File: src/stream_pkg.sv
package stream_pkg;

  // lane geometry of the wide side.
  localparam int byte_w = 8;
  localparam int wide_bytes = 4;

  // one byte per beat on the receive side.
  typedef struct packed {
    logic [byte_w-1:0] data;
    logic              last;
    logic              user;
  } narrow_beat_t;

  // packed word, lanes filled from the low byte up.
  typedef struct packed {
    logic [wide_bytes*byte_w-1:0] data;
    logic [wide_bytes-1:0]        keep;  // one bit per filled lane.
    logic                         last;
    logic                         user;  // taken from the final byte.
  } wide_beat_t;

endpackage
File: src/merge_pkg.sv
package merge_pkg;

  localparam int num_sources = 2;

  typedef logic [$clog2(num_sources)-1:0] src_id_t;

  // wide beat tagged with the source it came from.
  typedef struct packed {
    stream_pkg::wide_beat_t beat;
    src_id_t                id;
  } merged_beat_t;

endpackage

File: src/dual_upsize_merge.sv
module dual_upsize_merge (
  input  logic                     clk,
  input  logic                     rst,
  input  stream_pkg::narrow_beat_t a_beat,
  input  logic                     a_valid,
  output logic                     a_ready,
  input  stream_pkg::narrow_beat_t b_beat,
  input  logic                     b_valid,
  output logic                     b_ready,
  output merge_pkg::merged_beat_t  out_beat,
  output logic                     out_valid,
  input  logic                     out_ready
);
  import stream_pkg::*;

  // wide links between the upsizers and the merger.
  wide_beat_t wa_beat;
  logic       wa_valid;
  logic       wa_ready;
  wide_beat_t wb_beat;
  logic       wb_valid;
  logic       wb_ready;

  axis_upsizer u_a (
    .clk       (clk),
    .rst       (rst),
    .in_beat   (a_beat),
    .in_valid  (a_valid),
    .in_ready  (a_ready),
    .out_beat  (wa_beat),
    .out_valid (wa_valid),
    .out_ready (wa_ready)
  );

  axis_upsizer u_b (
    .clk       (clk),
    .rst       (rst),
    .in_beat   (b_beat),
    .in_valid  (b_valid),
    .in_ready  (b_ready),
    .out_beat  (wb_beat),
    .out_valid (wb_valid),
    .out_ready (wb_ready)
  );

  packet_merge u_merge (
    .clk       (clk),
    .rst       (rst),
    .wa_beat   (wa_beat),
    .wa_valid  (wa_valid),
    .wa_ready  (wa_ready),
    .wb_beat   (wb_beat),
    .wb_valid  (wb_valid),
    .wb_ready  (wb_ready),
    .out_beat  (out_beat),
    .out_valid (out_valid),
    .out_ready (out_ready)
  );

endmodule

File: src/packet_merge.sv
module packet_merge (
  input  logic                     clk,
  input  logic                     rst,
  input  stream_pkg::wide_beat_t   wa_beat,
  input  logic                     wa_valid,
  output logic                     wa_ready,
  input  stream_pkg::wide_beat_t   wb_beat,
  input  logic                     wb_valid,
  output logic                     wb_ready,
  output merge_pkg::merged_beat_t  out_beat,
  output logic                     out_valid,
  input  logic                     out_ready
);
  import stream_pkg::*;
  import merge_pkg::*;

  wide_beat_t             beats [num_sources];
  logic [num_sources-1:0] req;
  logic                   lock_q;    // a packet is in flight.
  src_id_t                grant_q;
  src_id_t                last_q;    // source served last.
  src_id_t                pick;
  logic                   in_open_q;
  logic                   xfer;
  logic                   out_take;
  merged_beat_t           merged_d;
  merged_beat_t           out_q;
  logic                   out_valid_q;
  merged_beat_t           skid_q;
  logic                   skid_valid_q;
  logic                   skid_valid_d;

  assign beats[0] = wa_beat;
  assign beats[1] = wb_beat;
  assign req      = {wb_valid, wa_valid};

  // other source first, else whoever asks.
  assign pick = req[~last_q] ? ~last_q : last_q;

  assign wa_ready = lock_q & in_open_q & (grant_q == src_id_t'(0));
  assign wb_ready = lock_q & in_open_q & (grant_q == src_id_t'(1));

  assign xfer     = lock_q & in_open_q & req[grant_q];
  assign out_take = out_ready | ~out_valid_q;

  assign merged_d.beat = beats[grant_q];
  assign merged_d.id   = grant_q;

  assign out_beat  = out_q;
  assign out_valid = out_valid_q;

  always_comb begin
    skid_valid_d = skid_valid_q;
    if (out_take) begin
      skid_valid_d = 1'b0;
    end else if (xfer) begin
      skid_valid_d = 1'b1;
    end
  end

  always_ff @(posedge clk) begin
    if (rst) begin
      lock_q       <= 1'b0;
      grant_q      <= '0;
      last_q       <= '1;
      in_open_q    <= 1'b0;
      out_valid_q  <= 1'b0;
      skid_valid_q <= 1'b0;
    end else begin
      in_open_q    <= ~skid_valid_d;
      skid_valid_q <= skid_valid_d;
      if (out_take) begin
        out_valid_q <= skid_valid_q | xfer;
      end
      if (xfer && merged_d.beat.last) begin
        lock_q <= 1'b0;  // release after the last beat.
      end else if (!lock_q && |req) begin
        lock_q  <= 1'b1;
        grant_q <= pick;
        last_q  <= pick;
      end
    end
  end

  always_ff @(posedge clk) begin
    if (out_take) begin
      if (skid_valid_q) begin
        out_q <= skid_q;
      end else if (xfer) begin
        out_q <= merged_d;
      end
    end else if (xfer) begin
      skid_q <= merged_d;
    end
  end

endmodule

File: src/axis_upsizer.sv
module axis_upsizer (
  input  logic                     clk,
  input  logic                     rst,
  input  stream_pkg::narrow_beat_t in_beat,
  input  logic                     in_valid,
  output logic                     in_ready,
  output stream_pkg::wide_beat_t   out_beat,
  output logic                     out_valid,
  input  logic                     out_ready
);
  import stream_pkg::*;

  localparam int lane_w = $clog2(wide_bytes);
  localparam logic [lane_w-1:0] last_lane = lane_w'(wide_bytes - 1);

  // collect fills lanes, emit waits on a full skid register.
  typedef enum logic {
    st_collect,
    st_emit
  } state_t;

  state_t            state_q;
  state_t            state_d;
  logic              in_ready_q;
  logic [lane_w-1:0] lane_q;
  wide_beat_t        stage_q;   // partial word being filled.
  wide_beat_t        word_d;
  wide_beat_t        out_q;
  logic              out_valid_q;
  wide_beat_t        skid_q;
  logic              accept;
  logic              closing;
  logic              out_take;

  assign in_ready  = in_ready_q;
  assign out_beat  = out_q;
  assign out_valid = out_valid_q;

  assign accept   = in_valid & in_ready_q;
  assign closing  = accept & ((lane_q == last_lane) | in_beat.last);
  assign out_take = out_ready | ~out_valid_q;

  // staging word with the incoming byte merged into its lane.
  always_comb begin
    word_d = stage_q;
    if (lane_q == '0) begin
      word_d.data = '0;
      word_d.keep = '0;
    end
    word_d.data[lane_q*byte_w +: byte_w] = in_beat.data;
    word_d.keep[lane_q] = 1'b1;
    word_d.last = in_beat.last;
    word_d.user = in_beat.user;
  end

  always_comb begin
    state_d = state_q;
    if (out_take && state_q == st_emit) begin
      state_d = st_collect;  // skid drains into the output.
    end else if (!out_take && closing) begin
      state_d = st_emit;     // output busy, park the word.
    end
  end

  always_ff @(posedge clk) begin
    if (rst) begin
      state_q     <= st_collect;
      in_ready_q  <= 1'b0;
      lane_q      <= '0;
      out_valid_q <= 1'b0;
    end else begin
      state_q    <= state_d;
      in_ready_q <= (state_d == st_collect);
      if (accept) begin
        lane_q <= closing ? '0 : lane_q + 1'b1;
      end
      if (out_take) begin
        out_valid_q <= (state_q == st_emit) | closing;
      end
    end
  end

  always_ff @(posedge clk) begin
    if (accept && !closing) begin
      stage_q <= word_d;
    end
    if (out_take) begin
      if (state_q == st_emit) begin
        out_q <= skid_q;
      end else if (closing) begin
        out_q <= word_d;  // bypass straight to the output.
      end
    end else if (closing) begin
      skid_q <= word_d;
    end
  end

endmodule

File: config.mk
export PLATFORM = sky130hd
export DESIGN_NAME = dual_upsize_merge
export DESIGN_NICKNAME = d
export VERILOG_FILES = /design/src/stream_pkg.sv /design/src/merge_pkg.sv /design/src/dual_upsize_merge.sv /design/src/packet_merge.sv /design/src/axis_upsizer.sv
export SDC_FILE = /design/constraint.sdc
export NUM_CORES = 1
export LEC_CHECK = 0
export ABC_AREA = 1
export BUFFER_PORTS_ARGS = -buffer_cell sky130_fd_sc_hd__buf_2
export CORE_ASPECT_RATIO = 1.4
export CORE_UTILIZATION = 54
export DETAILED_ROUTE_END_ITERATION = 10
export GPL_TIMING_DRIVEN = 0
export PLACE_DENSITY = 0.72
export SYNTH_ARGS = -nofsm -noshare
export SYNTH_HDL_FRONTEND = slang
export SYNTH_SLANG_ARGS = --single-unit
File: constraint.sdc
create_clock -name clk -period 5.8 [get_ports clk]
set_clock_uncertainty 0.15 [all_clocks]
set_input_delay 0.58 -clock clk [delete_from_list [all_inputs] [get_ports clk]]
set_output_delay 0.58 -clock clk [all_outputs]
set_load 0.01 [all_outputs]
# Word-level counts from Yosys, hierarchy flattened
# Index checks and enable logic that the tools add are counted.
[word_totals]
regBits = 318
[classes]
addsub = 4
n_shift = 4
bitwise_logic = 31
mux = 30
reduce_logical = 29
magnitude_cmp = 7
eq_ne = 2
[op_table]
columns = ["cell", "count"]
rows = [
  ["38-bit two-way mux", 7],
  ["39-bit two-way mux", 2],
  ["36-bit two-way mux", 2],
  ["5-bit negator with 34-bit output", 2],
  ["8-bit by 34-bit variable shift with 32-bit output, first input constant", 2],
  ["8-bit by 34-bit variable part select with 32-bit output", 2],
  ["32-bit bitwise mux", 2],
  ["2-bit AND reduction", 7],
  ["1-bit two-way mux", 13],
  ["1-bit inverter", 12],
  ["1-bit logical AND", 10],
  ["1-bit bitwise AND", 8],
  ["1-bit bitwise OR", 8],
  ["4-bit bitwise OR", 2],
  ["2-bit by 3-bit less-than comparator with 1-bit output, second input constant", 2],
  ["2-bit nonzero test", 3],
  ["1-bit logical NOT", 5],
  ["2-bit by 1-bit adder with 2-bit output, second input constant", 2],
  ["1-bit demux with 2-bit select", 2],
  ["2-bit equality test, second input constant", 2],
  ["2-bit by 1-bit greater-or-equal comparator with 1-bit output, second input constant", 2],
  ["2-bit logical NOT", 2],
  ["1-bit by 2-bit less-than comparator with 1-bit output, second input constant", 2],
  ["2-bit two-way mux", 2],
  ["3 further kinds", 4],
]

# Depth between registers and ports, before layout
# Gate-level depths: netlist (run 1).
[logic_depth]
word_depth = 8
depth_mapped = 11
ltp_nobuf = 9

# By module
# Synthesis (run 1) repeated with hierarchy kept, for this count alone.
[hier_totals]
hier_cells = 1170
area_unflattened_um2 = 13058.8
[modules_own_cells]
columns = ["module", "seq_area_each_um2", "instances", "cells_per_inst", "area_per_inst_um2"]
rows = [
  ["axis_upsizer (u_b)", 3463.3, 1, 420, 4744.6],
  ["axis_upsizer (u_a)", 3463.3, 1, 418, 4734.5],
  ["packet_merge", 2462.4, 1, 332, 3579.7],
]

# Worst setup path after synthesis (run 1)
# OpenSTA, ideal clock, no wires.
[synth_path]
kind = "input -> register"
from = "input port b_valid"
to = "register u_b.out_q (netlist bit u_b.out_beat[0]), enable pin"
required_time_ns = 5.204
arrival_ns = 2.795
setup_time_ns = 0.446
setup_slack_ns = 2.409
path_buffers = 0
cell_stages = 4
cell_sequence = "nand2_1 -> inv_1 -> o21ai_0 -> a21oi_1"
[synth_via]
elab_chain_len = 4
[synth_lines]
columns = ["element", "line", "text"]
rows = [
  ["start, declared", "dual_upsize_merge.sv:8", "input logic b_valid,"],
  ["1-bit bitwise AND", "axis_upsizer.sv:39", "assign accept = in_valid & in_ready_q;"],
  ["1-bit bitwise AND", "axis_upsizer.sv:40", "assign closing = accept & ((lane_q == last_lane) | in_beat.last);"],
  ["2-bit nonzero test (no line)", "n/a", ""],
  ["2-bit AND reduction (no line)", "n/a", ""],
  ["end signal, assigned", "axis_upsizer.sv:89", "out_q <= skid_q;"],
  ["end signal, assigned", "axis_upsizer.sv:91", "out_q <= word_d;"],
  ["end, declared", "axis_upsizer.sv:28", "wide_beat_t out_q;"],
]
# Every way passes these cells.
# A chain may end at the register's enable or synchronous reset.

# Worst setup path in the final report (run 1)
[layout_path]
from = "register u_a.lane_q[0]"
to = "register u_a.out_q (netlist bit u_a.out_beat[11]), enable pin"
[layout_via]
elab_chain_len = 5
[layout_lines]
columns = ["element", "line", "text"]
rows = [
  ["start, declared", "axis_upsizer.sv:25", "logic [lane_w-1:0] lane_q;"],
  ["start signal, assigned", "axis_upsizer.sv:75", "lane_q <= closing ? '0 : lane_q + 1'b1;"],
  ["2-bit equality test", "axis_upsizer.sv:40", ""],
  ["1-bit bitwise OR", "axis_upsizer.sv:40", ""],
  ["1-bit bitwise AND", "axis_upsizer.sv:40", ""],
  ["2-bit nonzero test (no line)", "n/a", ""],
  ["2-bit AND reduction (no line)", "n/a", ""],
  ["end signal, assigned", "axis_upsizer.sv:89", ""],
  ["end signal, assigned", "axis_upsizer.sv:91", ""],
  ["end, declared", "axis_upsizer.sv:28", ""],
]
# Every way passes these cells.

==> metrics, run 1 <==
Hold/Removal Path Class=in -> reg; Die Height=185 microns; syn avg cell area=approximately 11 sq um; vias=around 8400; IO Port Bufs=66; insertion delay to the later sink of the worst-skew pair=between 500 and 600 ps; P_sw=about 1.0 mW; leakage=approximately 6 nW; Final ANT Viol Nets=0; Clock power frac=0.397; Final setup viols=0; Net Sw Frac=0.217; crit path launch type=flop; P per Cell Area=about 320 nW/um^2; outcome=finished clean; dpl ws=between 3000 and 4000 ps; post-CTS setup buffers=0; maxcap violations=0; Final nets=about 1300; First-pass DRT Iterations=5; Total Routing Usage GR=0.228; Initial DRC Count=approximately 720; Avg WL per Cell=17.2 microns; data arrival time of the critical path=2630 ps; Tcrit/Tclk final=0.436; Ant. Diodes=0; gr ovfl total=0; mapped cell area=about 13000 sq um; Rows=66; fin. max-slew vios=0; vias in the first global route=~8000; number of synthesis warnings=0; CP max FO=20; Fill cells=about 1800; die extent in x=around 130 microns; Starting Density=0.554; Syn Nets=approximately 1200; worst vdd ir=roughly 0.00024 V; fmax=395 MHz; Synth Register Bits=between 300 and 400; fin crit period=~2500 ps; critical path required time=5900 ps; Comb power frac=0.059; first-pass GRT wire length=approximately 43000 microns; Max Root-Sink Buffers=3; final WL=between 20000 and 30000 microns; Final Hold Vio Count=0; Sequential Power Share=0.544; fin worst setup slack=about 3300 ps; share of cells above drive strength 1=0.127; Clock Pin Slew Worst Setup and Hold Paths=~70 ps; CTS tree=yes; initial antenna violation count=0; PostCTS Resize Cnt=0; P&R area growth vs syn=14.6%; I/O pin cnt=67; Internal Power=3.74 mW; cts-stage hold buffer count=0; H-Tree Depth=1; core box area=~23000 sq um; clock root cell=clkbuf_16; Setup CP Type=reg -> reg; GP Congestion=about 0.91; # clock sinks=roughly 320; Seq/Total Area, Yosys=0.723; largest net degree at the start of global routing=39; RSZ-0062 raised after global routing=no; Final TNS setup=0 ps; Die Footprint=around 25000 sq um; dpl hpwl=between 15000 and 20000 microns; relative slew slack=0.385; Hold Slack=115 ps; Via density=roughly 5.3; DRC=0; Yosys cell types=21; Syn Inst Count=1162; CTS Buf Count=28; crit end category=flop; Slew @ Worst Pin=923 ps; FF-to-FF setup slack=between 3000 and 4000 ps
[cell families (layout without fill, tap and decap cells)]
family	count (synthesis)	in the layout	synth area share
AND/OR/NAND/NOR	642	642	0.195
buffers and inverters	112	237	0.0364
flip-flops	318	318	0.723
AO/OA/AOI/OAI	78	78	0.0339
adder cells (fa/ha/maj)	12	12	0.0116
[final cells by class]
type,instances,area (sq um),area share
Buffer,41,206,0.0139
Clock buffer,34,764,0.0514
Clock inverter,18,184,0.0124
Inverter,71,267,0.0179
Multi-Input combinational cell,732,3170,0.213
Sequential cell,318,9390,0.631
Tap cell,306,383,0.0257
Timing Repair Buffer,73,523,0.0351
[stage by stage]
step	util	area [sq um]	power, mW	cells
6_report	0.635	14900	4.78	1593
2_1_floorplan	-	13000	2.82	1162
3_3_place_gp	0.584	13700	2.91	1534
3_5_place_dp	0.592	13900	2.92	1539
4_1_cts	0.632	14800	4.79	1591
5_1_grt	0.635	14900	4.91	1593
[synth_stat cells]
master	n	area, sq um
nand2_1	506	1900
and2_1	1	6.26
buf_6	2	22.5
inv_1	67	251
nand3_2	2	20.0
a31oi_1	40	250
dfxtp_1	16	320
inv_2	4	15.0
or2_2	2	12.5
o21ai_1	11	55.1
edfxtp_1	302	9070
nand3_1	36	180
o21ai_0	15	75.1
buf_4	4	30.0
ha_1	12	150
nor2_1	73	274
buf_2	18	90.1
nor2_2	5	31.3
a21oi_1	12	60.1
nand4_1	17	106
clkbuf_1	17	63.8
[power groups by stage]
stage | logic (mW) | registers (mW) | clock network, mW
2_1_floorplan | 0.174 | 2.64 | 0
3_3_place_gp | 0.261 | 2.65 | 0
3_5_place_dp | 0.277 | 2.65 | 0
4_1_cts | 0.280 | 2.60 | 1.92
5_1_grt | 0.319 | 2.60 | 2.00
6_report | 0.284 | 2.60 | 1.90
[cell usage in the layout, fill, tap and decap left out, types with 3 or more instances in the layout]
cell type | netlist | layout
nand2_1 | 506 | 506
edfxtp_1 | 302 | 302
buf_2 | 18 | 84
nor2_1 | 73 | 70
inv_1 | 67 | 65
a31oi_1 | 40 | 40
nand3_1 | 36 | 36
clkbuf_16 | 0 | 29
clkbuf_1 | 17 | 20
nand4_1 | 17 | 17
dfxtp_1 | 16 | 16
o21ai_0 | 15 | 15
ha_1 | 12 | 12
o21ai_1 | 11 | 11
a21oi_1 | 12 | 10
buf_16 | 0 | 7
clkinv_2 | 0 | 6
nor2_2 | 5 | 5
inv_2 | 4 | 4
buf_4 | 4 | 4
clkinv_1 | 0 | 4
clkinvlp_4 | 0 | 4
nor2_4 | 0 | 3
bufinv_16 | 0 | 3
[worst paths after layout]
check,start,endpoint,cells after the start
min reg2reg,u_merge.last_q$_SDFFE_PP1P_,u_merge.last_q$_SDFFE_PP1P_,2
max reg2reg,u_a.lane_q[0]$_SDFFE_PP0P_,u_a.out_beat[11]$_DFFE_PP_,6
max,u_a.lane_q[0]$_SDFFE_PP0P_,u_a.out_beat[11]$_DFFE_PP_,6
min,b_beat[0],u_b.skid_q[0]$_DFFE_PP_,1
[per-layer routing]
layer / vias up / track usage / wire [microns]
met1: 3939 / 0.285 / 11000
met4: 0 / 0.103 / 1080
met5: - / 0 / 0
met3: 57 / 0.0275 / 1540
met2: 304 / 0.399 / 13700
li1: 4126 / - / -
[sequential cells by signal, summed over array words and instances, names as in the netlist, 2 cells and up]
signal and cells:
u_b.lane_q 2, u_b.out_beat 38, u_merge.skid_q 39, u_a.lane_q 2
u_a.out_beat 38, u_b.stage_q 36, u_b.skid_q 38, u_a.skid_q 38
u_merge.out_beat 39, u_a.stage_q 36
[worst max-delay path: stages, from the launching register on]
cell and delay [ps]:
dfxtp_1 460, ha_1 220, nor2_1 80, o21ai_0 440
inv_1 160, nor2_4 480, buf_16 230
Note: power is estimated with default switching activity, not from simulation.
==> run 2, diff against run 1 <==
--- a/config.mk
+++ b/config.mk
@@ -11,7 +11,7 @@
 export CORE_UTILIZATION = 54
 export DETAILED_ROUTE_END_ITERATION = 10
 export GPL_TIMING_DRIVEN = 0
-export PLACE_DENSITY = 0.72
+export PLACE_DENSITY = 0.74
 export SYNTH_ARGS = -nofsm -noshare
 export SYNTH_HDL_FRONTEND = slang
 export SYNTH_SLANG_ARGS = --single-unit
==> constraint.sdc (replaced) <==
create_clock -name clk -period 2.3 [get_ports clk]
set_clock_uncertainty 0.15 [all_clocks]
set_input_delay 0.23 -clock clk [delete_from_list [all_inputs] [get_ports clk]]
set_output_delay 0.23 -clock clk [all_outputs]
set_load 0.01 [all_outputs]
==> metrics, run 2 (synthesized netlist as in run 1, its figures left out) <==
outcome=finished clean; Sequential Power Share=0.533 (-0.011); Max Root-Sink Buffers=3 (unchanged); GRT met3 Usage=0.0199 (-0.00763); worst vdd ir=0.000523 V (+110%); Net Sw Frac=0.210 (-0.00690); Comb power frac=0.063 (+0.004); Setup CP Type=reg -> reg; DRC=0 (unchanged); gr ovfl total=0 (unchanged); Die Footprint=24700 sq um (unchanged); busiest layer in global routing=met2; Final setup viols=0 (unchanged); Clock power frac=0.404 (+0.007); Final TNS setup=0 ps (unchanged); critical path required time=2400 ps (-3500 ps); commonest non-fill, non-tap cell in the layout=nand2_1; P&R area growth vs syn=17.4%; I/O pin cnt=67 (unchanged); dpl cell area=13700 sq um (-0.99%); CTS tree=yes; Final ANT Viol Nets=0 (unchanged); relative slew slack=0.360 (-0.0246); Final nets=1325 (+1.8%); fin crit period=2200 ps (-328 ps); Rows=66 (unchanged); Fill cells=1733 (-4.5%); insertion delay to the later sink of the worst-skew pair=540 ps (about the same); CP max FO=6 (-70%); Initial DRC Count=826 (+15%); Tcrit/Tclk final=0.957 (+0.521); Via density=5.39 (+1.9%); Finished Core Util=0.650 (+0.0154); vias in the first global route=8324 (+3.6%); die extent in x=133 microns (unchanged); first-pass GRT wire length=44000 microns (+3.2%); core box area=23500 sq um (unchanged); CP bufs+invs=2 (unchanged); CTS Buf Count=28 (unchanged); most frequent cells in the layout=nand2_1, edfxtp_1, buf_2, inv_1, nor2_1; fin. max-slew vios=0 (unchanged); Slew @ Worst Pin=954 ps (+30.5 ps); H-Tree Depth=1 (unchanged); leakage=6.20 nW (+1.6%); Internal Power=9.71 mW (+160%); Final Hold Vio Count=0 (unchanged); Final Cell Area=15200 sq um (+2.4%); final WL=28700 microns (+5.0%); share of cells above drive strength 1=0.151 (+0.0241); Starting Density=0.554 (unchanged); First-pass DRT Iterations=5 (unchanged); Hold Slack=22.3 ps (-92.9 ps); initial antenna violation count=0 (unchanged); maxcap violations=0 (unchanged); crit-path leading delay family=compound AO/OA/AOI/OAI gates; crit end category=flop; Clock Pin Slew Worst Setup and Hold Paths=60 ps (about the same); fmax=454 MHz (+15%); Crit-path slowest cell=o21ai_0; met2 Use GR=0.406 (+0.00670); data arrival time of the critical path=2300 ps (-330 ps); Avg WL per Cell=17.8 microns (+3.7%); placed cells=1534 (-0.32%); # clock sinks=318 (unchanged); crit path launch type=flop; P_sw=2.58 mW (+150%); GP Congestion=0.885 (-3.0%); vias=8694 (+3.2%); met1 Resource Use GR=0.300 (+0.0147); critical-path cell list=ha_1 > nor2_1 > o21ai_0 > inv_1 > nor2_4 > buf_4; CP max stage delay=460 ps (-20 ps); Ant. Diodes=0 (unchanged); clock root cell=clkbuf_16; Finished Layout Cells=1613 (+1.3%); Die Height=185 microns (unchanged); Hold/Removal Path Class=in -> reg; largest net degree at the start of global routing=40 (+2.6%); P per Cell Area=806 nW/um^2 (+150%); Total Routing Usage GR=0.236 (+0.00754); dpl hpwl=18900 microns (-2.8%); IO Port Bufs=66 (unchanged)
==> run 2: changes by cell type in the layout (fill, tap and decap cells not counted), moves of 7 or more <==
cell	previous run	this run
nor2_4	3	11
dlygate4sd3_1	0	17
o21ai_2	0	11
o21ai_0	15	7
nor2_1	70	61
buf_16	7	0
==> run 2: layer usage <==
layer / vias up / wire length, microns
met1: 4109 / 11400
met5: - / 0
met2: 333 / 14300
met3: 77 / 1560
li1: 4175 / -
met4: 0 / 1390
==> run 2: worst register-to-register path: cells and delay by family (launching register included) <==
kind	cells	cell delay (ps)
compound gates	1	460
flops	1	430
buf+inv	2	390
simple gates	2	270
fa+ha+maj	1	220
==> run 2: final cells by class <==
class                   count  area, sq um  share of cell area
clock inverters            14          223              0.0146
inverters                  71          274              0.0180
repair buffers             90          603              0.0396
clock buffers              35          748              0.0491
repair inverters            1         7.51            0.000492
multi-input cells         737         3390               0.223
flip-flops and latches    318         9390               0.616
plain buffers              41          218              0.0143
well taps                 306          383              0.0251
==> run 2: repair_timing <==
item | CTS | global route
cloned | 3 | 3
endpoints found under the hold margin | 32 | 0
endpoints found under the setup margin | 363 | 245
buffers inserted | 7 | 0
resized for setup | 35 | 30
hold buffers | 17 | 0
pin swaps | 4 | 3
==> run 2: worst paths after layout <==
path	depth (start not counted)	slack, ps	end	start
hold / removal	3	20	u_b.stage_q[35]$_DFFE_PP_	b_beat[7]
hold reg to reg	2	360	u_b.out_beat[27]$_DFFE_PP_	u_b.skid_q[27]$_DFFE_PP_
setup / recovery	6	100	u_a.out_beat[10]$_DFFE_PP_	u_a.lane_q[1]$_SDFFE_PP0P_
setup reg to reg	6	100	u_a.out_beat[10]$_DFFE_PP_	u_a.lane_q[1]$_SDFFE_PP0P_
==> run 2: per-stage QoR <==
step / total power, mW / setup WS (ps)
after global placement: 7.33 / -734
after CTS: 12.3 / -2.51
after global routing: 12.6 / -5.46
after floorplan: 7.11 / -62.8
final: 12.3 / 99.7
after detailed placement: 7.36 / -409
==> run 2: power groups by stage <==
stage	combinational [mW]	clock (mW)	sequential, mW
after floorplan	0.444	0	6.66
after global placement	0.660	0	6.67
after detailed placement	0.682	0	6.68
after CTS	0.753	5.02	6.55
after global routing	0.861	5.21	6.56
final	0.773	4.97	6.55
